===== src/hdl/cache_pkg.sv =====
package cache_pkg;

    ////////////////////////////////////////
    // line geometry
    ////////////////////////////////////////

    // word select within a block
    localparam int offset_width = 2;
    // line select
    localparam int index_width  = 4;
    // processor word address
    localparam int addr_width   = 30;
    localparam int tag_width    = addr_width - index_width - offset_width;
    localparam int data_width   = 32;
    localparam int block_words  = 1 << offset_width;
    localparam int block_width  = block_words * data_width;

    // tag / index / offset split of a word address
    typedef struct packed {
        logic [tag_width-1:0]    tag;
        logic [index_width-1:0]  index;
        logic [offset_width-1:0] offset;
    } cache_addr_s;

    // same word seen flat or split into fields
    typedef union packed {
        logic [addr_width-1:0] raw;
        cache_addr_s           parts;
    } cache_addr_u;

    // controller access states
    typedef enum logic [2:0] {idle, compare, writeback, refill, respond} ctrl_state_e;

endpackage


===== src/hdl/cache_line_if.sv =====
`timescale 1ns/1ps

interface cache_line_if import cache_pkg::*; ();

    // access control
    logic                    enable;
    logic                    cmp;
    logic                    write;
    logic [3:0]              byte_en;
    logic                    valid_in;
    // line address and write data
    logic [tag_width-1:0]    tag;
    logic [index_width-1:0]  index;
    logic [offset_width-1:0] word_sel;
    logic [data_width-1:0]   data_in;
    logic [block_width-1:0]  block_in;
    // store results
    logic                    hit;
    logic                    dirty;
    logic                    valid;
    logic [tag_width-1:0]    tag_out;
    logic [data_width-1:0]   data_out;
    logic [block_width-1:0]  block_wb;

    // controller side
    modport ctrl (
        output enable, cmp, write, byte_en, valid_in, tag, index, word_sel, data_in, block_in,
        input  hit, dirty, valid, tag_out, data_out, block_wb
    );

    // line store side
    modport store (
        input  enable, cmp, write, byte_en, valid_in, tag, index, word_sel, data_in, block_in,
        output hit, dirty, valid, tag_out, data_out, block_wb
    );

endinterface


===== src/hdl/cache_ctrl.sv =====
`timescale 1ns/1ps

module cache_ctrl import cache_pkg::*; (
    input  logic                                 clk,
    input  logic                                 rst_n,
    // processor side
    input  logic                                 req,
    input  logic                                 we,
    input  cache_addr_u                          addr,
    input  logic [3:0]                           byte_en,
    input  logic [data_width-1:0]                wdata,
    output logic                                 ready,
    output logic                                 resp,
    output logic [data_width-1:0]                rdata,
    // memory side
    output logic                                 mem_req,
    output logic                                 mem_we,
    output logic [addr_width-offset_width-1:0]   mem_addr,
    output logic [block_width-1:0]               mem_wdata,
    input  logic                                 mem_ack,
    input  logic [block_width-1:0]               mem_rdata,
    // line store
    cache_line_if.ctrl                           line
);

    ctrl_state_e state;
    ctrl_state_e state_d;

    // latched request
    logic                  req_we;
    cache_addr_u           req_addr;
    logic [3:0]            req_be;
    logic [data_width-1:0] req_wdata;

    // block address sent to memory
    cache_addr_u blk_addr;

    ////////////////////////////////////////
    // next state
    ////////////////////////////////////////

    always_comb begin
        state_d = state;
        case (state)
            idle:      if (req) state_d = compare;
            compare: begin
                if (line.hit) state_d = respond;
                // only a valid dirty victim goes back to memory
                else if (line.valid && line.dirty) state_d = writeback;
                else state_d = refill;
            end
            writeback: if (mem_ack) state_d = refill;
            // loaded line is checked again in compare
            refill:    if (mem_ack) state_d = compare;
            respond:   state_d = idle;
            default:   state_d = idle;
        endcase
    end

    always_ff @(posedge clk or negedge rst_n) begin
        if (!rst_n) begin
            state   <= idle;
            mem_req <= 1'b0;
        end else begin
            state   <= state_d;
            // one strobe per memory phase
            mem_req <= (state_d != state) && (state_d inside {writeback, refill});
        end
    end

    // request capture and read data
    always_ff @(posedge clk) begin
        if (ready && req) begin
            req_we    <= we;
            req_addr  <= addr;
            req_be    <= byte_en;
            req_wdata <= wdata;
        end
        if (state == compare && line.hit) rdata <= line.data_out;
    end

    assign ready = (state == idle);
    assign resp  = (state == respond);

    ////////////////////////////////////////
    // line store drive
    ////////////////////////////////////////

    always_comb begin
        // compare in compare, load on the refill ack
        line.enable   = (state == compare) || (state == refill && mem_ack);
        line.cmp      = (state != refill);
        line.write    = (state == compare) ? req_we : (state == refill && mem_ack);
        line.byte_en  = req_be;
        line.valid_in = 1'b1;
        line.tag      = req_addr.parts.tag;
        line.index    = req_addr.parts.index;
        line.word_sel = req_addr.parts.offset;
        line.data_in  = req_wdata;
        line.block_in = mem_rdata;
    end

    ////////////////////////////////////////
    // memory port
    ////////////////////////////////////////

    // victim tag on writeback, request tag on refill
    always_comb begin
        blk_addr = req_addr;
        if (state == writeback) blk_addr.parts.tag = line.tag_out;
    end

    assign mem_addr  = blk_addr.raw[addr_width-1:offset_width];
    assign mem_we    = (state == writeback);
    assign mem_wdata = line.block_wb;

    // processor keeps to one access at a time
    a_req_when_ready: assert property (
        @(posedge clk) disable iff (!rst_n)
        req |-> ready
    );

    // no second memory request before the ack
    a_mem_one_out: assert property (
        @(posedge clk) disable iff (!rst_n)
        mem_req |=> (!mem_req until_with mem_ack)
    );

endmodule


===== src/hdl/cache_line_store.sv =====
`timescale 1ns/1ps

module cache_line_store import cache_pkg::*; (
    input logic         clk,
    input logic         rst_n,
    cache_line_if.store line
);

    // access qualifier
    logic go;
    // tag compare
    logic match;
    logic line_hit;
    // metadata
    logic [tag_width-1:0] tag_q;
    logic                 dirty_bit;
    logic                 valid_bit;
    logic                 tag_we;
    logic                 dirty_we;
    logic                 valid_we;
    logic                 dirty_in;
    // word columns
    logic [3:0]             word_be;
    logic [block_words-1:0] word_we;
    logic [data_width-1:0]  word_in  [block_words];
    logic [data_width-1:0]  word_out [block_words];
    logic [block_width-1:0] block_q;

    assign go = line.enable;

    ////////////////////////////////////////
    // tag match and write decode
    ////////////////////////////////////////

    assign match    = (line.tag == tag_q);
    // stale tags after reset never count
    assign line_hit = match & valid_bit;

    // compare write hit sets dirty and a load clears it
    assign dirty_we = go & line.write & (line_hit | ~line.cmp);
    assign dirty_in = line.cmp;
    // tag and valid only change on a load
    assign tag_we   = go & line.write & ~line.cmp;
    assign valid_we = go & line.write & ~line.cmp;

    // byte enables for a store, full word for a load
    assign word_be = line.cmp ? line.byte_en : 4'b1111;

    cache_meta_mem u_meta (
        .clk       (clk),
        .rst_n     (rst_n),
        .tag_we    (tag_we),
        .dirty_we  (dirty_we),
        .valid_we  (valid_we),
        .index     (line.index),
        .tag_in    (line.tag),
        .dirty_in  (dirty_in),
        .valid_in  (line.valid_in),
        .tag_out   (tag_q),
        .dirty_out (dirty_bit),
        .valid_out (valid_bit)
    );

    ////////////////////////////////////////
    // word columns
    ////////////////////////////////////////

    for (genvar w = 0; w < block_words; w++) begin : g_word
        // a store hits one word and a load fills all
        assign word_we[w] = go & line.write &
                            ((line.cmp & line_hit & (line.word_sel == w)) | ~line.cmp);
        assign word_in[w] = line.cmp ? line.data_in : line.block_in[w*data_width +: data_width];

        cache_word_mem u_word (
            .clk      (clk),
            .rst_n    (rst_n),
            .we       (word_we[w]),
            .byte_en  (word_be),
            .index    (line.index),
            .data_in  (word_in[w]),
            .data_out (word_out[w])
        );

        // a store leaves the other words of the line alone
        a_one_word_store: assert property (
            @(posedge clk) disable iff (!rst_n)
            (go && line.cmp && line.write && line_hit && line.word_sel != w)
                ##1 $stable(line.index) |-> $stable(word_out[w])
        );
    end

    // victim block with word 0 in the low bits
    always_comb begin
        for (int w = 0; w < block_words; w++) begin
            block_q[w*data_width +: data_width] = word_out[w];
        end
    end

    ////////////////////////////////////////
    // results
    ////////////////////////////////////////

    assign line.hit      = line_hit;
    // dirty only matters when a compare misses
    assign line.dirty    = dirty_bit & line.cmp & ~line_hit;
    assign line.valid    = valid_bit;
    assign line.tag_out  = tag_q;
    assign line.data_out = word_out[line.word_sel];
    assign line.block_wb = block_q;

endmodule


===== src/hdl/cache_meta_mem.sv =====
`timescale 1ns/1ps

module cache_meta_mem import cache_pkg::*; (
    input  logic                   clk,
    input  logic                   rst_n,
    input  logic                   tag_we,
    input  logic                   dirty_we,
    input  logic                   valid_we,
    input  logic [index_width-1:0] index,
    input  logic [tag_width-1:0]   tag_in,
    input  logic                   dirty_in,
    input  logic                   valid_in,
    output logic [tag_width-1:0]   tag_out,
    output logic                   dirty_out,
    output logic                   valid_out
);

    localparam int depth = 1 << index_width;

    // per line state
    logic [tag_width-1:0] tag_mem [depth];
    logic [depth-1:0]     dirty_mem;
    logic [depth-1:0]     valid_mem;

    ////////////////////////////////////////
    // tag and dirty arrays
    ////////////////////////////////////////

    always_ff @(posedge clk) begin
        if (tag_we) tag_mem[index] <= tag_in;
        if (dirty_we) dirty_mem[index] <= dirty_in;
    end

    // valid bits are the only reset state
    always_ff @(posedge clk or negedge rst_n) begin
        if (!rst_n) valid_mem <= '0;
        else if (valid_we) valid_mem[index] <= valid_in;
    end

    // combinational lookup
    assign tag_out   = tag_mem[index];
    assign dirty_out = dirty_mem[index];
    assign valid_out = valid_mem[index];

    // a line only turns dirty once it holds data
    a_dirty_needs_valid: assert property (
        @(posedge clk) disable iff (!rst_n)
        (dirty_we && dirty_in) |-> valid_mem[index]
    );

endmodule


===== src/hdl/cache_top.sv =====
`timescale 1ns/1ps

module cache_top import cache_pkg::*; (
    input  logic                               clk,
    input  logic                               rst_n,
    // processor port
    input  logic                               req,
    input  logic                               we,
    input  logic [addr_width-1:0]              addr,
    input  logic [3:0]                         byte_en,
    input  logic [data_width-1:0]              wdata,
    output logic                               ready,
    output logic                               resp,
    output logic [data_width-1:0]              rdata,
    // block addressed memory port
    output logic                               mem_req,
    output logic                               mem_we,
    output logic [addr_width-offset_width-1:0] mem_addr,
    output logic [block_width-1:0]             mem_wdata,
    input  logic                               mem_ack,
    input  logic [block_width-1:0]             mem_rdata
);

    // controller to line store link
    cache_line_if line_if ();

    ////////////////////////////////////////
    // access control
    ////////////////////////////////////////

    cache_ctrl u_ctrl (
        .clk       (clk),
        .rst_n     (rst_n),
        .req       (req),
        .we        (we),
        .addr      (addr),
        .byte_en   (byte_en),
        .wdata     (wdata),
        .ready     (ready),
        .resp      (resp),
        .rdata     (rdata),
        .mem_req   (mem_req),
        .mem_we    (mem_we),
        .mem_addr  (mem_addr),
        .mem_wdata (mem_wdata),
        .mem_ack   (mem_ack),
        .mem_rdata (mem_rdata),
        .line      (line_if.ctrl)
    );

    // tag, state and data arrays
    cache_line_store u_store (
        .clk   (clk),
        .rst_n (rst_n),
        .line  (line_if.store)
    );

endmodule


===== src/hdl/cache_word_mem.sv =====
`timescale 1ns/1ps

module cache_word_mem import cache_pkg::*; (
    input  logic                   clk,
    input  logic                   rst_n,
    input  logic                   we,
    input  logic [3:0]             byte_en,
    input  logic [index_width-1:0] index,
    input  logic [data_width-1:0]  data_in,
    output logic [data_width-1:0]  data_out
);

    localparam int depth = 1 << index_width;

    // one word of every line
    logic [data_width-1:0] mem [depth];

    // write blocked while reset is held
    logic wr_go;

    assign wr_go = we & rst_n;

    ////////////////////////////////////////
    // byte lane writes
    ////////////////////////////////////////

    always_ff @(posedge clk) begin
        if (wr_go) begin
            // only enabled lanes change
            for (int b = 0; b < 4; b++) begin
                if (byte_en[b]) begin
                    mem[index][b*8 +: 8] <= data_in[b*8 +: 8];
                end
            end
        end
    end

    // combinational read
    // new data shows up after the edge
    assign data_out = mem[index];

endmodule


===== config.mk =====
export PLATFORM = sky130hd
export DESIGN_NAME = cache_top
export DESIGN_NICKNAME = d
export VERILOG_FILES = /design/src/hdl/cache_pkg.sv /design/src/hdl/cache_line_if.sv /design/src/hdl/cache_ctrl.sv /design/src/hdl/cache_line_store.sv /design/src/hdl/cache_meta_mem.sv /design/src/hdl/cache_top.sv /design/src/hdl/cache_word_mem.sv
export SDC_FILE = /design/constraint.sdc
export NUM_CORES = 2
export LEC_CHECK = 0
export BUFFER_PORTS_ARGS = -buffer_cell sky130_fd_sc_hd__buf_4
export CAP_MARGIN = 20
export CORE_UTILIZATION = 58
export CTS_BUF_LIST = sky130_fd_sc_hd__clkbuf_8
export DETAILED_ROUTE_END_ITERATION = 8
export PLACE_DENSITY = 0.79
export SKIP_CTS_REPAIR_TIMING = 1
export SYNTH_ARGS = -nofsm -noshare
export SYNTH_HDL_FRONTEND = slang
export SYNTH_SLANG_ARGS = --single-unit

===== constraint.sdc =====
create_clock -name clk -period 4.48 [get_ports clk]
set_clock_uncertainty 0.1 [all_clocks]
set_input_delay 0.224 -clock clk [delete_from_list [all_inputs] [get_ports clk]]
set_output_delay 0.224 -clock clk [all_outputs]
set_load 0.05 [all_outputs]

Word-level counts from Yosys, hierarchy flattened
Memories as Yosys holds them, arrays and structs flattened. A register that Yosys moved wholly into a read port is not among the register bits.
Cells that the tools add are included.

storage, ports and cells
  register bits after elaboration = 135
  latch bits = 0
  bits in writable memories = 2432
  memory bits (read-only) = 0
  bits of input ports = 199
  word-level logic and storage cells = 133
  memories = 5

cells by class
  add/sub/neg operators = 0
  multipliers = 0
  div/mod/pow operators = 0
  order comparisons = 3
  equal/unequal tests = 12
  shift-type cells = 0
  multiplexer cells = 66
  bitwise operators = 28
  reduce and logical (&&, ||, !) cells = 10

memories
  memory                        depth  bits a word  read ports  clocked after Yosys merged registers in  wr ports  RTL line              source
  u_store.g_word[0].u_word.mem  16     32           1           1                                        1         cache_word_mem.sv:16  logic [data_width-1:0] mem [depth];
  u_store.g_word[1].u_word.mem  16     32           1           1                                        1         cache_word_mem.sv:16
  u_store.g_word[2].u_word.mem  16     32           1           1                                        1         cache_word_mem.sv:16
  u_store.g_word[3].u_word.mem  16     32           1           1                                        1         cache_word_mem.sv:16
  u_store.u_meta.tag_mem        16     24           1           1                                        1         cache_meta_mem.sv:21  logic [tag_width-1:0] tag_mem [depth];

operator list
  operator                                                                      count
  32-bit 2-to-1 mux                                                             6
  32-bit binary-select mux with 2-bit select                                    1
  1-bit 2-to-1 mux                                                              43
  24-bit == test                                                                1
  24-bit 2-to-1 mux                                                             1
  4-bit 2-to-1 mux                                                              6
  1-bit AND                                                                     19
  16-bit bitwise mux                                                            1
  16-bit bitwise OR                                                             1
  3-bit by 2-bit == test with 1-bit output, second input constant               4
  3-bit 2-to-1 mux                                                              4
  3-bit case mux with 4 select lines                                            1
  1-bit binary-select mux with 4-bit select                                     2
  1-bit logical AND                                                             6
  4-bit by 5-bit less-than comparator with 1-bit output, second input constant  1
  1-bit bitwise OR                                                              5
  1-bit demux with 4-bit select                                                 1
  2-bit == test, second input constant                                          2
  4-bit by 1-bit >= comparator with 1-bit output, second input constant         1
  3-bit by 1-bit == test with 1-bit output, second input constant               1
  3-bit == test, second input constant                                          1
  3-bit >= comparator, second input constant                                    1
  3-bit logical NOT                                                             1
  3-bit by 2-bit inequality test with 1-bit output, second input constant       1
  7 further kinds                                                               8

Logic depth before layout (Yosys ltp)
  depth after elaboration = 12
  mapped depth = 15
  mapped depth without buffers = 8

Cells and area by module
From an unflattened synthesis, not the netlist that was laid out.

unflattened totals
  cell total of the unflattened synthesis = 5064
  area total of the unflattened synthesis = 102195.5 um2

by module, submodules not included
  module            times used  cells each  area each (um2)  sequential area each (um2)
  cache_word_mem    4           878         19493.7          15374.7
  cache_meta_mem    1           727         16125.5          12411.9
  cache_ctrl        1           419         5605.4           3072.9
  cache_line_store  1           406         2489.9           0.0

Least setup slack after synthesis
OpenSTA, ideal clock, no wires.

  path kind = reg-to-reg
  from = register with a tool-made name
  to = register u_ctrl.rdata[0], enable pin
  setup time = 0.421 ns
  arrival time = 4.051 ns
  required time = 3.959 ns
  slack = -0.092 ns
  cell stages (with the launch flop) = 14
  path buffers = 5
  clock period less this slack = 4.572 ns
  cells stage by stage = dfxtp_1 > buf_4 > buf_4 > buf_2 > mux4_2 > mux2i_1 > mux2i_1 > o311ai_0 > a211oi_1 > and4_1 > buf_4 > buf_4 > nand4_1 > nor2_1

RTL lines
  item                    RTL line          source
  end signal: assignment  cache_ctrl.sv:79  if (state == compare && line.hit) rdata <= line.data_out;
  end: declaration        cache_ctrl.sv:14  output logic [data_width-1:0] rdata,

==> summary.md <==
| Metric | Value |
|---|---|
| Status | finished with violations |
| Failing checks | setup timing |
| DP Wirelength | 195000 um |
| Placed insts | 7669 |
| Cell area after layout | 121000 um2 |
| Via density | 6.72 |
| Global-route wire length before repair | 411000 um |
| Commonest non-fill, non-tap cell in the layout | edfxtp_1 |
| Final hold violation count | 0 |
| Initial antenna violation count | 36 |
| Die Ht | 421 um |
| Synth cell types | 59 |
| Yosys top cell by area | edfxtp_1 |
| Synth Flop Type | edfxtp_1 |
| Worst-Skew Late Latency | 1.13 ns |
| Avg Inst Size Synth | 21.5 um2 |
| Worst Max-Slew Pin Slew | 1.24 ns |
| Pins Over Slew Limit | 0 |
| Vias in the first global route | 56.0k |
| Iteration-0 DRC count of the detailed router | 9153 |
| Synth area leaders | edfxtp_1 75%, mux4_2 16%, nand2_1 1.4%, a21oi_1 0.94%, mux2i_1 0.88% |
| Initial Util | 0.585 |
| DR DRC count | 0 |
| Crit end category | output port |
| Share of layout cells above drive strength 1 | 0.371 |
| DP Area | 111000 um2 |
| YS warnings | 0 |
| Top-area cell type share of the netlist area | 0.751 |
| # clock sinks | 2571 |
| TritonCTS Buffers | 406 |
| Tmin final | 4.65 ns |
| Startpoint Class | flip-flop |
| Routability Congestion | 0.924 |
| Crit-path cells | buf_16 -> buf_6 -> nand2_1 -> and3_1 -> a31oi_1 -> buf_4 -> buf_4 |
| Final non-filler cell total | 8649 |
| Setup slack after layout | -0.170 ns |
| Core Area | 174000 um2 |
| Register area share after synthesis | 0.757 |
| CTS tree | yes |
| RSZ-0062 raised after global routing | true |
| Min-delay worst type | in2reg |
| FF+latch count, synth | 2571 |
| Total GRT Usage | 0.334 |
| R2R setup slack | 0.10 ns |
| Gate count of the mapped netlist | 4737 |
| Via count | 58.1k |
| CTS clk-pin slew, worst paths | 0.06 ns |
| Crit path DAT | 4.33 ns |
| Setup CP Type | reg2out |
| Slew headroom | 0.176 |
| Data required time of the critical path | 4.16 ns |
| H-tree Lvls | 5 |
| Cell Pwr Density | 552 nW/um2 |
| Final setup fails | 2 |
| Top achievable clock speed | 215 MHz |
| # port buffers | 390 |
| Post-Route WL | 306000 um |
| GR Overflow Total | 0 |
| Worst VDD drop | 0.000433 V |
| Slowest-stage cell, CP | buf_6 |
| Avg WL per Cell | 35.4 um |
| FILL cells | 9964 |
| Commonest cells after routing, fill and taps aside | 2547 x edfxtp_1, 846 x buf_4, 732 x mux4_2, 413 x clkbuf_8, 377 x nand2_1 |
| Fraction of registers with async set/reset | 0.00778 |
| Tot Pwr | 67000 uW |
| Worst hold slack | 0.0212 ns |
| Worst Hold Launch | mem_rdata[78] |
| Largest net degree at the start of global routing | 130 |
| Top delay family on crit path | buffers and inverters |
| EDFF count, synth | 2547 |
| Critical Path Fanout Max | 55 |
| Leak pwr | 0.0410 uW |
| Slowest stage delay, CP | 0.60 ns |
| Cell Rows | 153 |
| Max Cap Viol | 0 |
| First-pass iteration count of the detailed router | 8 |
| Synthesis-to-finish area growth | 19.1% |
| Die X | 421 um |
| I/O pin count | 391 |
| Most used cell, CP | buf_4 |
| Buf/Inv on CP | 4 |
| Die area | 177000 um2 |
| Final Cycle Share | 1.04 |
| Antenna Violating Nets Remaining | 0 |
| Syn nets | 4936 |
| Cell chosen for the clock root | clkbuf_8 |
| Synthesized area | 102000 um2 |
| NumNets Final | 6219 |
| CTS Buffer Depth | 4 |
[flip-flops by register name (all words and copies together) (netlist names), named ones only]
| name | cells |
|---|---|
| u_ctrl.line.byte_en | 4 |
| u_ctrl.line.data_in | 32 |
| u_ctrl.mem_req | 1 |
| u_ctrl.rdata | 32 |
| u_ctrl.req_addr | 30 |
| u_ctrl.req_we | 1 |
| u_ctrl.state | 3 |
| u_store.g_word.u_word.mem | 2048 |
| u_store.u_meta.dirty_mem | 16 |
| u_store.u_meta.tag_mem | 384 |
| u_store.u_meta.valid_mem | 16 |
[layer usage]
| metal | GRT usage | up-vias | part of all wire |
|---|---|---|---|
| li1 | - | 22400 | - |
| met1 | 0.437 | 29500 | 0.32 |
| met2 | 0.500 | 5297 | 0.47 |
| met3 | 0.0969 | 945 | 0.14 |
| met4 | 0.202 | 18 | 0.070 |
| met5 | 0 | - | 0.00036 |
[worst reg2reg max path: cells and delay by family, from the launching register on]
| family | cells | cell delay, ns |
|---|---|---|
| DFF | 1 | 0.54 |
| and+or+nand+nor | 2 | 0.75 |
| AOI/OAI and AO/OA | 3 | 1.14 |
| buffers and inverters | 3 | 0.78 |
| muxes | 1 | 0.61 |
| xor gates and xnor gates | 1 | 0.16 |
[cells in the mapped netlist (7+ instances only)]
master / number
a211oi_1: 12
buf_4: 17
o22ai_1: 8
a21oi_1: 192
xor2_1: 8
nor3_1: 20
nor2b_1: 15
a221oi_1: 7
and3_1: 11
clkbuf_1: 156
xnor2_1: 21
mux2i_1: 90
a31oi_1: 13
buf_2: 78
buf_1: 32
nor3_4: 9
o21ai_0: 26
mux2_2: 27
nand2_1: 382
buf_6: 20
nand3_1: 21
a22oi_1: 11
or2_2: 17
edfxtp_1: 2547
and2_1: 8
a21oi_2: 91
nand4_1: 25
mux4_2: 732
a22o_1: 15
nand4_4: 10
nor2_1: 48
dfrtp_1: 20
nand2b_1: 9
[cell type report]
| type | instances | area, um2 | share of cell area |
|---|---|---|---|
| flip-flops and latches | 2571 | 77100 | 0.636 |
| multi-input cells | 1856 | 23500 | 0.194 |
| repair buffers | 1178 | 10400 | 0.0859 |
| clock buffers | 412 | 5670 | 0.0468 |
| inverters | 7 | 33.8 | 0.000279 |
| well taps | 2325 | 2910 | 0.0240 |
| clock inverters | 279 | 1560 | 0.0128 |
| diodes | 21 | 52.6 | 0.000433 |
[worst paths after layout]
| kind | endpoint | cells past startpoint |
|---|---|---|
| max | mem_wdata[94] | 7 |
| min | u_store.g_word[2].u_word.mem[6][14]$_DFFE_PP_ | 3 |
| max reg2reg | u_store.g_word[1].u_word.mem[1][25]$_DFFE_PP_ | 10 |
| min reg2reg | u_store.u_meta.valid_mem[10]$_DFFE_PN0P_ | 1 |
| max in group asynchronous | u_ctrl.state[1]$_DFF_PN0_ | 3 |
| min in group asynchronous | u_store.u_meta.valid_mem[12]$_DFFE_PN0P_ | 3 |
[logic make-up (layout without fill, tap and decap cells)]
kind of cell | Yosys count | after routing | share of synthesized area
flops | 2571 | 2571 | 0.757
mux | 851 | 851 | 0.174
buf+inv | 310 | 1876 | 0.0145
other cells | 0 | 21 | 0
compound gates | 389 | 389 | 0.0246
simple gates | 587 | 587 | 0.0276
xor+xnor | 29 | 29 | 0.00249
[stage by stage]
stage          setup TNS, ns  setup WS [ns]  utilization
5_1_grt               -0.239         -0.138        0.696
3_3_place_gp               0          0.191        0.637
3_5_place_dp               0          0.140        0.638
2_1_floorplan              0         0.0484            -
6_report              -0.218         -0.170        0.696
4_1_cts               -31.75         -0.473        0.680
[power breakdown]
part / switching, uW / leakage (uW) / internal (uW) / total [uW]
Sequential: 379 / 0.0233 / 30000 / 30400
Combinational: 12800 / 0.0135 / 5300 / 18100
Clock: 9080 / 0.00418 / 9400 / 18500
Total: 22300 / 0.0410 / 44700 / 67000
No activity file was read; power rests on OpenSTA's default activity.
